**config.mk**
```make
export PLATFORM = sky130hd
export DESIGN_NAME = cpu_top
export DESIGN_NICKNAME = d
export VERILOG_FILES = /design/src/rtl/cpu_pkg.sv /design/src/rtl/cpu_alu.sv /design/src/rtl/cpu_control.sv /design/src/rtl/cpu_datapath.sv /design/src/rtl/cpu_shift.sv /design/src/rtl/cpu_top.sv
export VERILOG_INCLUDE_DIRS = /design/src /design/src/rtl
export SDC_FILE = /design/constraint.sdc
export NUM_CORES = 1
export LEC_CHECK = 0
export BUFFER_PORTS_ARGS = -buffer_cell sky130_fd_sc_hd__buf_2
export CAP_MARGIN = 20
export CORE_UTILIZATION = 50
export CTS_CLUSTER_DIAMETER = 50
export CTS_CLUSTER_SIZE = 25
export DETAILED_ROUTE_END_ITERATION = 10
export PLACE_DENSITY_LB_ADDON = 0.2
export RECOVER_POWER = 50
export SETUP_SLACK_MARGIN = 0.5
export SLEW_MARGIN = 25
export SYNTH_ARGS = -nofsm -noshare
export SYNTH_HDL_FRONTEND = slang
export SYNTH_SLANG_ARGS = --single-unit
```
**constraint.sdc**
```tcl
create_clock -name clock -period 7.6 [get_ports clock]
set_input_delay 1.14 -clock clock [delete_from_list [all_inputs] [get_ports clock]]
set_output_delay 1.14 -clock clock [all_outputs]
set_load 0.02 [all_outputs]
```
**src/rtl/cpu_config.svh**
```systemverilog
`ifndef CPU_CONFIG_SVH
`define CPU_CONFIG_SVH

// Bus widths
`define CPU_DATA_WIDTH    8
`define CPU_ADDR_WIDTH    16

// PC at reset points at the low byte of the reset vector
`define CPU_RESET_VECTOR  16'hFFFC

// High address byte used by every zero-page access
`define CPU_ZERO_PAGE     8'h00

// JMP absolute
// Sitting in the opcode register at reset it reads the vector bytes
// as its operand and so loads PC from FFFC/FFFD
`define CPU_OPCODE_RESET  8'h4C

`endif

```
**src/rtl/cpu_pkg.sv**
```systemverilog
`include "cpu_config.svh"

package cpu_pkg;

    // One-hot cycle state
    typedef struct packed {
        logic byte1;        // Opcode fetch and commit of previous instruction
        logic byte2;        // Operand or zero-page address byte
        logic byte3;        // High byte of JMP target
        logic zero_page;    // Zero-page read or store
        logic branch_low;   // Offset added into PCL
        logic branch_high;  // Page carry into PCH
    } cpu_state_t;

    // Opcode byte in two decodings
    typedef union packed {
        struct packed {
            logic [2:0] operation;  // ORA AND EOR ADC STA LDA CMP SBC
            logic [2:0] mode;       // 001 zero page, 010 immediate or accumulator
            logic [1:0] group;      // 01 ALU, 10 shift
        } group_view;
        struct packed {
            logic [1:0] flag_select;  // N V C Z
            logic       expected;     // Branch when flag equals this
            logic [4:0] kind;         // 10000 for all branches
        } branch_view;
    } opcode_word_t;

    // Internal data bus source
    typedef enum logic [1:0] {
        DB_NONE,
        DB_DATA_IN,
        DB_ALU,
        DB_SHIFT
    } db_select_t;

    typedef struct packed {
        logic n;
        logic v;
        logic z;
        logic c;
    } flags_t;

    // Per-cycle datapath controls
    typedef struct packed {
        logic       pc_increment;    // PC + 1
        logic       pc_branch_low;   // PCL from branch sum
        logic       pc_branch_high;  // PCH adjusted by branch carry
        logic       pc_vector;       // PC from last two bytes read
        logic       addr_zero_page;  // Address is zero page plus last byte read
        logic       write_store;     // Drive A onto the bus and write
        db_select_t db_select;
        logic       load_a;          // A takes the data bus
        logic       nz_from_db;
        logic       v_from_alu;
        logic       c_from_alu;
        logic       c_from_shift;
        logic       c_from_opcode;   // CLC and SEC
    } control_t;

    // Outside memory bus
    typedef struct packed {
        logic [`CPU_ADDR_WIDTH-1:0] address;
        logic [`CPU_DATA_WIDTH-1:0] data_out;
        logic                       write_enable;
    } bus_out_t;

endpackage

```
**src/rtl/cpu_alu.sv**
```systemverilog
`timescale 1ns/10ps

`include "cpu_config.svh"

module cpu_alu (
    input  logic [`CPU_DATA_WIDTH-1:0] a,
    input  logic [`CPU_DATA_WIDTH-1:0] b,
    input  logic                       carry_in,
    input  logic [2:0]                 operation,   // ORA AND EOR ADC STA LDA CMP SBC
    output logic [`CPU_DATA_WIDTH-1:0] result,
    output logic                       carry_out,
    output logic                       overflow
);

    logic                       subtract;
    logic                       carry;
    logic [`CPU_DATA_WIDTH-1:0] addend;
    logic [`CPU_DATA_WIDTH:0]   sum;

    assign subtract = (operation[2:1] == 2'b11);        // CMP and SBC
    assign carry    = (operation == 3'b110) | carry_in;  // CMP always subtracts without borrow
    assign addend   = subtract ? ~b : b;

    // Binary adder with carry out in the top bit
    assign sum = {1'b0, a} + {1'b0, addend} + {{`CPU_DATA_WIDTH{1'b0}}, carry};

    always_comb
    begin
        case (operation)
            3'b000:  result = a | b;             // ORA
            3'b001:  result = a & b;             // AND
            3'b010:  result = a ^ b;             // EOR
            3'b100:  result = a;                 // STA value
            3'b101:  result = b;                 // LDA
            default: result = sum[`CPU_DATA_WIDTH-1:0];  // ADC CMP SBC
        endcase
    end

    // Signed overflow when both operands agree in sign and the sum does not
    assign overflow  = (a[`CPU_DATA_WIDTH-1] ^ sum[`CPU_DATA_WIDTH-1])
                     & (addend[`CPU_DATA_WIDTH-1] ^ sum[`CPU_DATA_WIDTH-1]);
    assign carry_out = sum[`CPU_DATA_WIDTH];   // No borrow for CMP and SBC

endmodule

```
**src/rtl/cpu_control.sv**
```systemverilog
`timescale 1ns/10ps

`include "cpu_config.svh"

module cpu_control (
    input  logic                       clock,
    input  logic                       reset,
    input  logic                       enable,
    input  logic [`CPU_DATA_WIDTH-1:0] data_in,
    input  cpu_pkg::flags_t            flags,
    input  logic                       branch_cross,
    output cpu_pkg::control_t          ctrl,
    output cpu_pkg::opcode_word_t      opcode,
    output logic                       sync
);

    cpu_pkg::cpu_state_t state;
    cpu_pkg::cpu_state_t next_state;

    logic       is_alu_imm;
    logic       is_alu_zp;
    logic       is_alu;
    logic       is_store;
    logic       is_load;
    logic       is_compare;
    logic       is_add_sub;
    logic       is_shift;
    logic       is_flag_set;
    logic       is_jump;
    logic       is_branch;
    logic [3:0] branch_flags;
    logic       branch_taken;

    // Group 01 opcodes in immediate or zero-page mode
    // STA immediate does not exist and falls through as a no-op
    assign is_alu_imm = (opcode.group_view.group == 2'b01)
                      & (opcode.group_view.mode == 3'b010)
                      & (opcode.group_view.operation != 3'b100);
    assign is_alu_zp  = (opcode.group_view.group == 2'b01)
                      & (opcode.group_view.mode == 3'b001);
    assign is_alu     = is_alu_imm | is_alu_zp;

    assign is_store   = is_alu_zp & (opcode.group_view.operation == 3'b100);
    assign is_load    = is_alu & (opcode.group_view.operation == 3'b101);
    assign is_compare = is_alu & (opcode.group_view.operation == 3'b110);
    assign is_add_sub = is_alu & (opcode.group_view.operation[1:0] == 2'b11); // ADC or SBC

    // ASL ROL LSR ROR on A
    assign is_shift    = (opcode.group_view.group == 2'b10)
                       & (opcode.group_view.mode == 3'b010)
                       & ~opcode.group_view.operation[2];
    // CLC 18 and SEC 38
    assign is_flag_set = (opcode.group_view.group == 2'b00)
                       & (opcode.group_view.mode == 3'b110)
                       & (opcode.group_view.operation[2:1] == 2'b00);
    assign is_jump     = (opcode.group_view.group == 2'b00)
                       & (opcode.group_view.mode == 3'b011)
                       & (opcode.group_view.operation == 3'b010);

    // BPL BMI BVC BVS BCC BCS BNE BEQ
    assign is_branch    = (opcode.branch_view.kind == 5'b10000);
    assign branch_flags = {flags.z, flags.c, flags.v, flags.n};
    assign branch_taken = (branch_flags[opcode.branch_view.flag_select]
                           == opcode.branch_view.expected);

    assign sync = state.byte1;

    always_comb
    begin
        ctrl       = '0;
        next_state = '0;

        if (state.byte1)
        begin
            // Fetch opcode while the previous instruction commits
            next_state.byte2  = 1'b1;
            ctrl.pc_increment = 1'b1;

            if (is_load)
                ctrl.db_select = cpu_pkg::DB_DATA_IN;   // LDA bypasses the ALU
            else if (is_alu & ~is_store)
                ctrl.db_select = cpu_pkg::DB_ALU;
            else if (is_shift)
                ctrl.db_select = cpu_pkg::DB_SHIFT;

            ctrl.load_a        = (is_alu & ~is_store & ~is_compare) | is_shift;
            ctrl.nz_from_db    = (is_alu & ~is_store) | is_shift;   // CMP sets N and Z too
            ctrl.v_from_alu    = is_add_sub;
            ctrl.c_from_alu    = is_add_sub | is_compare;
            ctrl.c_from_shift  = is_shift;
            ctrl.c_from_opcode = is_flag_set;
        end

        if (state.byte2)
        begin
            // One-byte opcodes read here without moving PC
            ctrl.pc_increment     = is_alu | is_branch | is_jump;
            next_state.zero_page  = is_alu_zp;
            next_state.byte3      = is_jump;
            next_state.branch_low = is_branch & branch_taken;
            next_state.byte1      = ~(is_alu_zp | is_jump | (is_branch & branch_taken));
        end

        if (state.byte3)
        begin
            ctrl.pc_vector    = 1'b1;   // PC from the two operand bytes
            next_state.byte1  = 1'b1;
        end

        if (state.zero_page)
        begin
            ctrl.addr_zero_page = 1'b1;
            ctrl.write_store    = is_store;
            next_state.byte1    = 1'b1;
        end

        if (state.branch_low)
        begin
            ctrl.pc_branch_low     = 1'b1;
            next_state.branch_high = branch_cross;  // Target lies on another page
            next_state.byte1       = ~branch_cross;
        end

        if (state.branch_high)
        begin
            ctrl.pc_branch_high = 1'b1;
            next_state.byte1    = 1'b1;
        end
    end

    always_ff @(posedge clock)
    begin
        if (reset)
        begin
            // Start as JMP absolute in its operand cycle
            state  <= '{byte2: 1'b1, default: 1'b0};
            opcode <= `CPU_OPCODE_RESET;
        end
        else if (enable)
        begin
            state <= next_state;
            if (state.byte1)
                opcode <= data_in;
        end
    end

endmodule

```
**src/rtl/cpu_datapath.sv**
```systemverilog
`timescale 1ns/10ps

`include "cpu_config.svh"

module cpu_datapath (
    input  logic                       clock,
    input  logic                       reset,
    input  logic                       enable,
    input  logic [`CPU_DATA_WIDTH-1:0] data_in,
    input  cpu_pkg::control_t          ctrl,
    input  cpu_pkg::opcode_word_t      opcode,
    output cpu_pkg::flags_t            flags,
    output logic                       branch_cross,
    output cpu_pkg::bus_out_t          bus
);

    logic [`CPU_ADDR_WIDTH-1:0]   pc;
    logic [`CPU_ADDR_WIDTH-1:0]   next_pc;
    logic [`CPU_DATA_WIDTH-1:0]   acc;
    logic [`CPU_DATA_WIDTH-1:0]   input_byte;     // Last byte read or written
    logic [`CPU_DATA_WIDTH+1:0]   branch_sum;
    logic [`CPU_DATA_WIDTH+1:0]   branch_reg;
    logic [`CPU_DATA_WIDTH-1:0]   branch_adjust;
    logic [`CPU_DATA_WIDTH-1:0]   db;
    logic [`CPU_DATA_WIDTH-1:0]   alu_result;
    logic                         alu_carry;
    logic                         alu_overflow;
    logic [`CPU_DATA_WIDTH-1:0]   shift_result;
    logic                         shift_carry;
    cpu_pkg::flags_t              next_flags;

    cpu_alu alu (
        .a         (acc),
        .b         (input_byte),
        .carry_in  (flags.c),
        .operation (opcode.group_view.operation),
        .result    (alu_result),
        .carry_out (alu_carry),
        .overflow  (alu_overflow)
    );

    cpu_shift shift (
        .value     (acc),
        .carry_in  (flags.c),
        .operation (opcode.group_view.operation),
        .result    (shift_result),
        .carry_out (shift_carry)
    );

    // Internal data bus
    always_comb
    begin
        case (ctrl.db_select)
            cpu_pkg::DB_DATA_IN: db = input_byte;
            cpu_pkg::DB_ALU:     db = alu_result;
            cpu_pkg::DB_SHIFT:   db = shift_result;
            default:             db = '0;
        endcase
    end

    always_comb
    begin
        next_flags = flags;
        if (ctrl.nz_from_db)
        begin
            next_flags.n = db[`CPU_DATA_WIDTH-1];
            next_flags.z = (db == '0);
        end
        if (ctrl.v_from_alu)
            next_flags.v = alu_overflow;
        if (ctrl.c_from_alu)
            next_flags.c = alu_carry;
        else if (ctrl.c_from_shift)
            next_flags.c = shift_carry;
        else if (ctrl.c_from_opcode)
            next_flags.c = opcode.group_view.operation[0];    // Bit 5 picks SEC
    end

    // PCL plus sign-extended offset with two carry bits
    assign branch_sum   = {2'b00, pc[`CPU_DATA_WIDTH-1:0]}
                        + {{2{input_byte[`CPU_DATA_WIDTH-1]}}, input_byte};
    assign branch_cross = (branch_sum[`CPU_DATA_WIDTH+1:`CPU_DATA_WIDTH] != 2'b00);
    // Plus one forward or minus one backward
    assign branch_adjust = {{(`CPU_DATA_WIDTH-1){branch_reg[`CPU_DATA_WIDTH+1]}},
                            branch_reg[`CPU_DATA_WIDTH]};

    always_comb
    begin
        next_pc = pc + {{(`CPU_ADDR_WIDTH-1){1'b0}}, ctrl.pc_increment};
        if (ctrl.pc_branch_low)
            next_pc = {pc[`CPU_ADDR_WIDTH-1:`CPU_DATA_WIDTH], branch_sum[`CPU_DATA_WIDTH-1:0]};
        else if (ctrl.pc_branch_high)
            next_pc = {pc[`CPU_ADDR_WIDTH-1:`CPU_DATA_WIDTH] + branch_adjust,
                       pc[`CPU_DATA_WIDTH-1:0]};
        else if (ctrl.pc_vector)
            next_pc = {data_in, input_byte};    // High byte arrives now
    end

    // Outside bus
    always_comb
    begin
        bus.address      = ctrl.addr_zero_page ? {`CPU_ZERO_PAGE, input_byte} : pc;
        bus.data_out     = ctrl.write_store ? acc : '0;
        bus.write_enable = ctrl.write_store;
    end

    always_ff @(posedge clock)
    begin
        if (reset)
        begin
            pc    <= `CPU_RESET_VECTOR;
            flags <= '0;
        end
        else if (enable)
        begin
            pc    <= next_pc;
            flags <= next_flags;
        end
    end

    always_ff @(posedge clock)
    begin
        if (enable)
        begin
            if (ctrl.load_a)
                acc <= db;
            branch_reg <= branch_sum;   // Used by branch_high one cycle later
            // A written byte reads back as itself
            input_byte <= bus.write_enable ? bus.data_out : data_in;
        end
    end

endmodule

```
**src/rtl/cpu_shift.sv**
```systemverilog
`timescale 1ns/10ps

`include "cpu_config.svh"

module cpu_shift (
    input  logic [`CPU_DATA_WIDTH-1:0] value,
    input  logic                       carry_in,
    input  logic [2:0]                 operation,   // ASL ROL LSR ROR
    output logic [`CPU_DATA_WIDTH-1:0] result,
    output logic                       carry_out
);

    logic rotate;
    logic right;
    logic fill;

    assign rotate = operation[0];
    assign right  = operation[1];
    assign fill   = carry_in & rotate;     // Bit shifted in

    always_comb
    begin
        if (operation[2])
        begin
            // Upper operations do not shift
            result    = value;
            carry_out = carry_in;
        end
        else if (right)
            {result, carry_out} = {fill, value};    // LSR and ROR
        else
            {carry_out, result} = {value, fill};    // ASL and ROL
    end

endmodule

```
**src/rtl/cpu_top.sv**
```systemverilog
`timescale 1ns/10ps

`include "cpu_config.svh"

module cpu_top (
    input  logic                       clock,
    input  logic                       reset,
    input  logic                       enable,        // Clock enable for stalls
    input  logic [`CPU_DATA_WIDTH-1:0] data_in,       // Asynchronous read data
    output logic [`CPU_ADDR_WIDTH-1:0] address,
    output logic [`CPU_DATA_WIDTH-1:0] data_out,
    output logic                       write_enable,
    output logic                       sync           // Opcode fetch cycle
);

    cpu_pkg::control_t     ctrl;
    cpu_pkg::opcode_word_t opcode;
    cpu_pkg::flags_t       flags;
    logic                  branch_cross;
    cpu_pkg::bus_out_t     bus;

    cpu_control control (
        .clock        (clock),
        .reset        (reset),
        .enable       (enable),
        .data_in      (data_in),
        .flags        (flags),
        .branch_cross (branch_cross),
        .ctrl         (ctrl),
        .opcode       (opcode),
        .sync         (sync)
    );

    cpu_datapath datapath (
        .clock        (clock),
        .reset        (reset),
        .enable       (enable),
        .data_in      (data_in),
        .ctrl         (ctrl),
        .opcode       (opcode),
        .flags        (flags),
        .branch_cross (branch_cross),
        .bus          (bus)
    );

    assign address      = bus.address;
    assign data_out     = bus.data_out;
    assign write_enable = bus.write_enable;

endmodule

```
==> out/qor.log, run 1 <==
[timing] final worst clock skew 0.00825 ns
[yosys] number of warning messages in the yosys log 0
[routing] DRC marker count from the first detailed-route iteration 234
[final_layout] most common cell after layout, fill and taps aside nand2_1
[timing] number of pins with negative max-slew slack in the final report 0
[pwr] Static Leakage 2.15 nW
[timing] endpoints failing hold 0
[final_layout] count of non-filler cells in the finished layout 771
[global_routing] vias in the first global route 4283
[routing] antenna viol nets, final 0
[floorplan] IO Count 37
[floorplan] number of placement rows 36
[routing] met3 WL post-DR 690 µm
[flow_run] max-capacitance violation count 0
[global_routing] gr usage total 0.277
[final_layout] proportion of layout cells with a drive suffix above 1 0.0940
[timing] minimum hold slack 0.498 ns
[final_layout] n_diodes 0
[worst_setup_path] critical-path maximum fanout 20
[worst_setup_path] Critical Path Sink Type register
[placed_design] cell count after placement 763
[yosys] cell area after synthesis 4990 µm²
[yosys] Cell variety after synth 72
[pwr] pwr dens 152 nW/µm²
[yosys] commonest register cell after synthesis dfxtp_1
[final_layout] Largest register FFs 16
[clock_tree] Root Buffer clkbuf_8
[clock_tree] number of clock buffers inserted by TritonCTS 5
[timing] unrepaired setup endpoints after global routing no
[timing] Fmax 233 MHz
[final_layout] Area growth, synth to finish 6.80%
[timing] TNS Setup 0 ns
[clock_tree] PostCTS Resize Cnt 0
[worst_setup_path] critical path capture point datapath.flags[1]
[routing] average wire per standard cell 17.6 µm
[floorplan] starting utilization of the core area 0.513
[yosys] simple-gate portion of the synthesized area 0.227
[routing] Detail Route met2 WL 6.44 mm
[min_path] classification of the worst-slack hold path reg2reg
[yosys] compound-gate portion of the synthesized area 0.211
[clock_tree] CTS hold repair buffers 0
[yosys] EDFF count, synth 18
[final_layout] largest reg by FF count datapath.pc
[clock_tree] Bufs on Longest Clock Path 2
[worst_setup_path] FF-to-FF Start control.opcode[7]
[floorplan] full die area 10400 µm²
[final_layout] area of the multi-input gates 3460 µm²
[floorplan] Chip Width 102 µm
[clock_tree] clock slew at reported path FFs 0.11 ns
[global_routing] gr ovfl total 0
[routing] top layer used by detailed routing met4
[outcome] status finished clean
[yosys] share of synthesized area spent on multiplexers 0.0752
[floorplan] Placeable Area 9730 µm²
[worst_setup_path] r2r endpoint datapath.flags[1]
[routing] total detailed-routing wirelength 13.6 mm
[worst_setup_path] worst setup path start control.opcode[7]
[worst_setup_path] flop2flop setup slack 3.30 ns
[timing] final worst path period share 0.565
[routing] DRC violations left 0
[timing] Final Critical Period 4.30 ns
[global_routing] first-pass GRT wire length 22.2 mm
[timing] Setup-failing EPs final 0
[worst_setup_path] Startpoint Class register
[final_layout] Fillers 957
[worst_setup_path] r2r worst-path depth 13
[routing] Met1 Wirelength 6.09 mm
[yosys] average footprint of a synthesized cell 8.03 µm²
[clock_tree] clock tree from TritonCTS built
[worst_setup_path] arrival time at the worst endpoint 4.53 ns
[yosys] count of state elements after synthesis 52
[routing] first-pass iteration count of the detailed router 5
[timing] headroom to the max-slew limit 0.278
[worst_setup_path] Worst Path Required 7.84 ns
[yosys] proportion of synthesized flip-flops having asynchronous set or reset 0
[clock_tree] TritonCTS sink count 52
[global_routing] pin count of the biggest net entering global routing 41
[yosys] fraction of the mapped netlist area in adder cells 0.119
[final_layout] commonest cells after routing, fill and taps aside nand2_1, nor2_1, a21oi_1, ha_1, inv_1
[final_layout] Layout Nets 693
[placed_design] post-detailed-placement half-perimeter wirelength 10.2 mm
[yosys] xor-xnor portion of the synthesized cell area 0.0614
[routing] number of vias in the routed layout 4608
[final_layout] Sequential Area 1220 µm²
[min_path] source of the worst hold timing path datapath.flags[1]
[floorplan] Die Y 102 µm
[worst_setup_path] WS Path Type reg2reg
[placed_design] global placement routability congestion 0.901
[clock_tree] level count of the clock H-tree 2
[placed_design] number of input and output port buffers inserted 36
[yosys] number of cells produced by synthesis 621
[global_routing] number of antenna violations at the first check in global routing 0
[clock_tree] post-CTS setup buffer count 0
[clock_tree] clock latency on the worst-skew pair 0.31 ns
[yosys] share of synthesized area occupied by flip-flops and latches 0.245
[timing] actual transition at the worst max-transition pin 1.08 ns
[yosys] net count after synthesis 677
[routing] mean number of vias per cell 5.98
[yosys] dominant combinational cell family by area after synthesis simple AND/OR/NAND/NOR gates
[pwr] Peak supply drop 92.4 µV
Yosys cell counts, drive strengths merged, types with 4 or more instances:
cell type | count | share of area
o21ai | 34 | 0.034
o21a | 7 | 0.011
mux2 | 16 | 0.036
nand4 | 5 | 0.0063
and3 | 9 | 0.011
nor2 | 52 | 0.039
nor3b | 4 | 0.0060
xor2 | 7 | 0.012
fa | 4 | 0.016
mux2i | 15 | 0.030
buf | 15 | 0.017
and4 | 4 | 0.0070
xnor2 | 28 | 0.049
o211ai | 11 | 0.017
a21oi | 48 | 0.048
nand3 | 14 | 0.014
nor2b | 14 | 0.018
inv | 39 | 0.029
nor4 | 5 | 0.0063
a21o | 4 | 0.0060
nor3 | 10 | 0.010
dfxtp | 34 | 0.14
and2 | 10 | 0.013
edfxtp | 18 | 0.11
o22ai | 4 | 0.0050
a211oi | 7 | 0.011
nand3b | 5 | 0.0075
nand2 | 64 | 0.049
nand2b | 13 | 0.018
clkbuf | 17 | 0.013
ha | 41 | 0.10
cell families after synthesis:
| family | Yosys count |
|---|---|
| DFF | 52 |
| adders and majority gates | 45 |
| xor gates and xnor gates | 35 |
| and+or+nand+nor | 224 |
| buffers and inverters | 73 |
| muxes | 33 |
| AOI/OAI and AO/OA | 159 |
per-stage QoR:
step	area [µm²]	worst slack [ns]	utilization	total power, mW
after floorplan	4990	3.57	-	0.536
after global placement	5220	3.49	0.537	0.588
after detailed placement	5220	3.36	0.537	0.597
after CTS	5350	3.32	0.550	0.816
after global routing	5330	3.00	0.548	0.864
final	5330	3.30	0.548	0.812
report_power, final:
group	switching, mW	internal (mW)
clock	0.101	0.119
combinational	0.143	0.111
sequential	0.0342	0.304
total	0.278	0.533
how the worst min path moves through the flow:
stage / end / depth (start not counted) / slack [ns]
after floorplan: datapath.flags[3] / 2 / 0.45
after CTS: datapath.flags[1] / 2 / 0.50
after detailed placement: datapath.flags[1] / 2 / 0.49
after global placement: datapath.flags[3] / 2 / 0.48
after global routing: datapath.flags[1] / 2 / 0.51
final: datapath.flags[1] / 2 / 0.50
final cells by class:
class,instances,share of cell area
Tap cell,133,0.0312
Multi-Input combinational cell,496,0.650
Timing Repair Buffer,41,0.0364
Clock buffer,7,0.0183
Sequential cell,52,0.229
Inverter,41,0.0289
Clock inverter,1,0.00564
metal layers:
layer	global-route usage	up-vias
met1	0.368	2170
met2	0.471	142
met4	0.0835	0
met5	0	-
met3	0.0342	22
li1	-	2274
critical path: stages (launching register included):
cell and delay [ns]:
dfxtp_1 0.64, buf_4 0.31, nand2_1 0.32, nor2_1 0.24
nor2_1 0.07, fa_1 0.43, fa_1 0.44, nand2b_1 0.19
a21oi_1 0.24, and3_1 0.20, o31ai_1 0.09, a221o_1 0.34
or4b_1 0.54, o31ai_2 0.18
Power figures use the tool's default switching activity.
==> run 2: changes to the inputs <==
Clock period 7.6 ns to 4.3 ns, I/O delays scaled along.
==> out/qor.log, run 2 (synthesis results as in run 1) <==
[global_routing] number of antenna violations at the first check in global routing 0
[placed_design] number of input and output port buffers inserted 36
[floorplan] full die area 10400 µm²
[final_layout] Largest register FFs 16
[worst_setup_path] Critical Path Sink Type register
[global_routing] pin count of the biggest net entering global routing 41
[clock_tree] number of clock buffers inserted by TritonCTS 5
[pwr] Switching Fraction 0.373
[flow_run] max-capacitance violation count 0
[routing] first-pass iteration count of the detailed router 5
[routing] average wire per standard cell 18.6 µm
[floorplan] Chip Width 102 µm
[placed_design] global placement routability congestion 0.931
[global_routing] vias in the first global route 4444
[clock_tree] clock latency on the worst-skew pair 0.33 ns
[pwr] pwr dens 256 nW/µm²
[routing] total detailed-routing wirelength 14.4 mm
[timing] Setup-failing EPs final 0
[pwr] Static Leakage 2.15 nW
[clock_tree] Bufs on Longest Clock Path 2
[clock_tree] clock slew at reported path FFs 0.11 ns
[final_layout] largest reg by FF count datapath.pc
[worst_setup_path] worst-path cell with the longest stage delay or4b_1
[final_layout] count of non-filler cells in the finished layout 772
[final_layout] post-layout instance area 5310 µm²
[worst_setup_path] WS Path Type reg2reg
[global_routing] first-pass GRT wire length 23.0 mm
[placed_design] worst-case setup slack after placement 0.840 ns
[floorplan] starting utilization of the core area 0.513
[global_routing] gr usage total 0.290
[final_layout] commonest cells after routing, fill and taps aside nand2_1, nor2_1, a21oi_1, ha_1, inv_1
[routing] number of vias in the routed layout 4730
[worst_setup_path] maximum cell stage delay along the critical path 0.51 ns
[placed_design] post-placement cell area 5240 µm²
[clock_tree] TritonCTS sink count 52
[worst_setup_path] Startpoint Class register
[pwr] combinational group share of total power 0.335
[floorplan] Die Y 102 µm
[worst_setup_path] cell family with most CP delay simple AND/OR/NAND/NOR gates
[pwr] cell internal power dissipation 0.850 mW
[placed_design] post-detailed-placement half-perimeter wirelength 10.6 mm
[timing] Fmax 287 MHz
[worst_setup_path] cells traversed along the worst timing path nor2_1, nor2_1, fa_1, fa_1, nand2b_1, nand3_1, a21oi_1, o22ai_1, or4_1, or4b_1, o31ai_2
[pwr] net load switching power 0.506 mW
[final_layout] Area growth, synth to finish 6.42%
[timing] unrepaired setup endpoints after global routing no
[pwr] sequential power share 0.440
[worst_setup_path] flop2flop setup slack 0.81 ns
[routing] antenna viol nets, final 0
[min_path] classification of the worst-slack hold path reg2reg
[timing] endpoints failing hold 0
[timing] number of pins with negative max-slew slack in the final report 0
[pwr] Peak supply drop 130 µV
[worst_setup_path] Worst Path Required 4.54 ns
[final_layout] n_diodes 0
[clock_tree] clock tree from TritonCTS built
[timing] TNS Setup 0 ns
[routing] DRC violations left 0
[outcome] status finished clean
[worst_setup_path] critical-path maximum fanout 16
[clock_tree] Root Buffer clkbuf_8
[timing] Final Critical Period 3.49 ns
[global_routing] gr ovfl total 0
[final_layout] Fillers 989
[clock_tree] CTS hold repair buffers 0
[routing] mean number of vias per cell 6.13
[worst_setup_path] crit path buf inv count 0
[clock_tree] level count of the clock H-tree 2
[timing] final worst clock skew 0.0119 ns
[final_layout] Layout Nets 694
[timing] actual transition at the worst max-transition pin 1.07 ns
[floorplan] Placeable Area 9730 µm²
[routing] DRC marker count from the first detailed-route iteration 268
[floorplan] IO Count 37
[worst_setup_path] arrival time at the worst endpoint 3.73 ns
[final_layout] proportion of layout cells with a drive suffix above 1 0.0955
[timing] final worst-path setup slack 0.814 ns
[timing] final worst path period share 0.811
[floorplan] number of placement rows 36
[pwr] Clock Power Share 0.225
[placed_design] cell count after placement 764
[timing] headroom to the max-slew limit 0.285
[final_layout] most common cell after layout, fill and taps aside nand2_1
[run 2: worst reg2reg max path: cells and delay by family, from the launching register on]
| kind | cells | cell delay, ns |
|---|---|---|
| AND/OR/NAND/NOR | 6 | 1.49 |
| AO/OA/AOI/OAI | 3 | 0.49 |
| adder cells (fa/ha/maj) | 2 | 0.92 |
| flip-flops | 1 | 0.50 |
[run 2: final timing paths]
check,cells past startpoint,start,end
setup reg to reg,11,control.opcode[5],datapath.flags[1]
hold reg to reg,2,datapath.flags[3],datapath.flags[3]
setup / recovery,11,control.opcode[5],datapath.flags[1]
hold / removal,2,datapath.flags[3],datapath.flags[3]
[run 2: final cells by class]
type / count / area, µm² / area share
Clock inverter: 3 / 17.5 / 0.00330
Tap cell: 133 / 166 / 0.0313
Inverter: 41 / 154 / 0.0290
Clock buffer: 5 / 68.8 / 0.0130
Sequential cell: 52 / 1220 / 0.230
Timing Repair Buffer: 42 / 204 / 0.0384
Multi-Input combinational cell: 496 / 3480 / 0.655
[run 2: routing by layer]
metal,vias to the layer above,track usage,share of wire
met5,-,0,0
met4,0,0.118,0.024
met3,25,0.0424,0.067
met2,193,0.493,0.49
met1,2241,0.370,0.42
li1,2271,-,-
[run 2: metrics by stage]
stage	total power [mW]	util	hold slack (ns)
finish	1.36	0.546	0.515
global route	1.44	0.546	0.523
CTS	1.36	0.547	0.512
detailed placement	1.06	0.538	0.488
global placement	1.05	0.538	0.476
floorplan	0.949	-	0.451
[run 2: what timing repair did]
action                     4_1_cts  5_1_grt
setup buffers                    0        0
resized for setup                0        2
setup endpoints to repair        0        1
[run 2: power by group through the flow]
stage	logic, mW	clock network, mW	registers, mW
2_1_floorplan	0.371	0	0.578
3_3_place_gp	0.442	0	0.605
3_5_place_dp	0.452	0	0.606
4_1_cts	0.454	0.308	0.595
5_1_grt	0.508	0.330	0.603
6_report	0.454	0.305	0.597
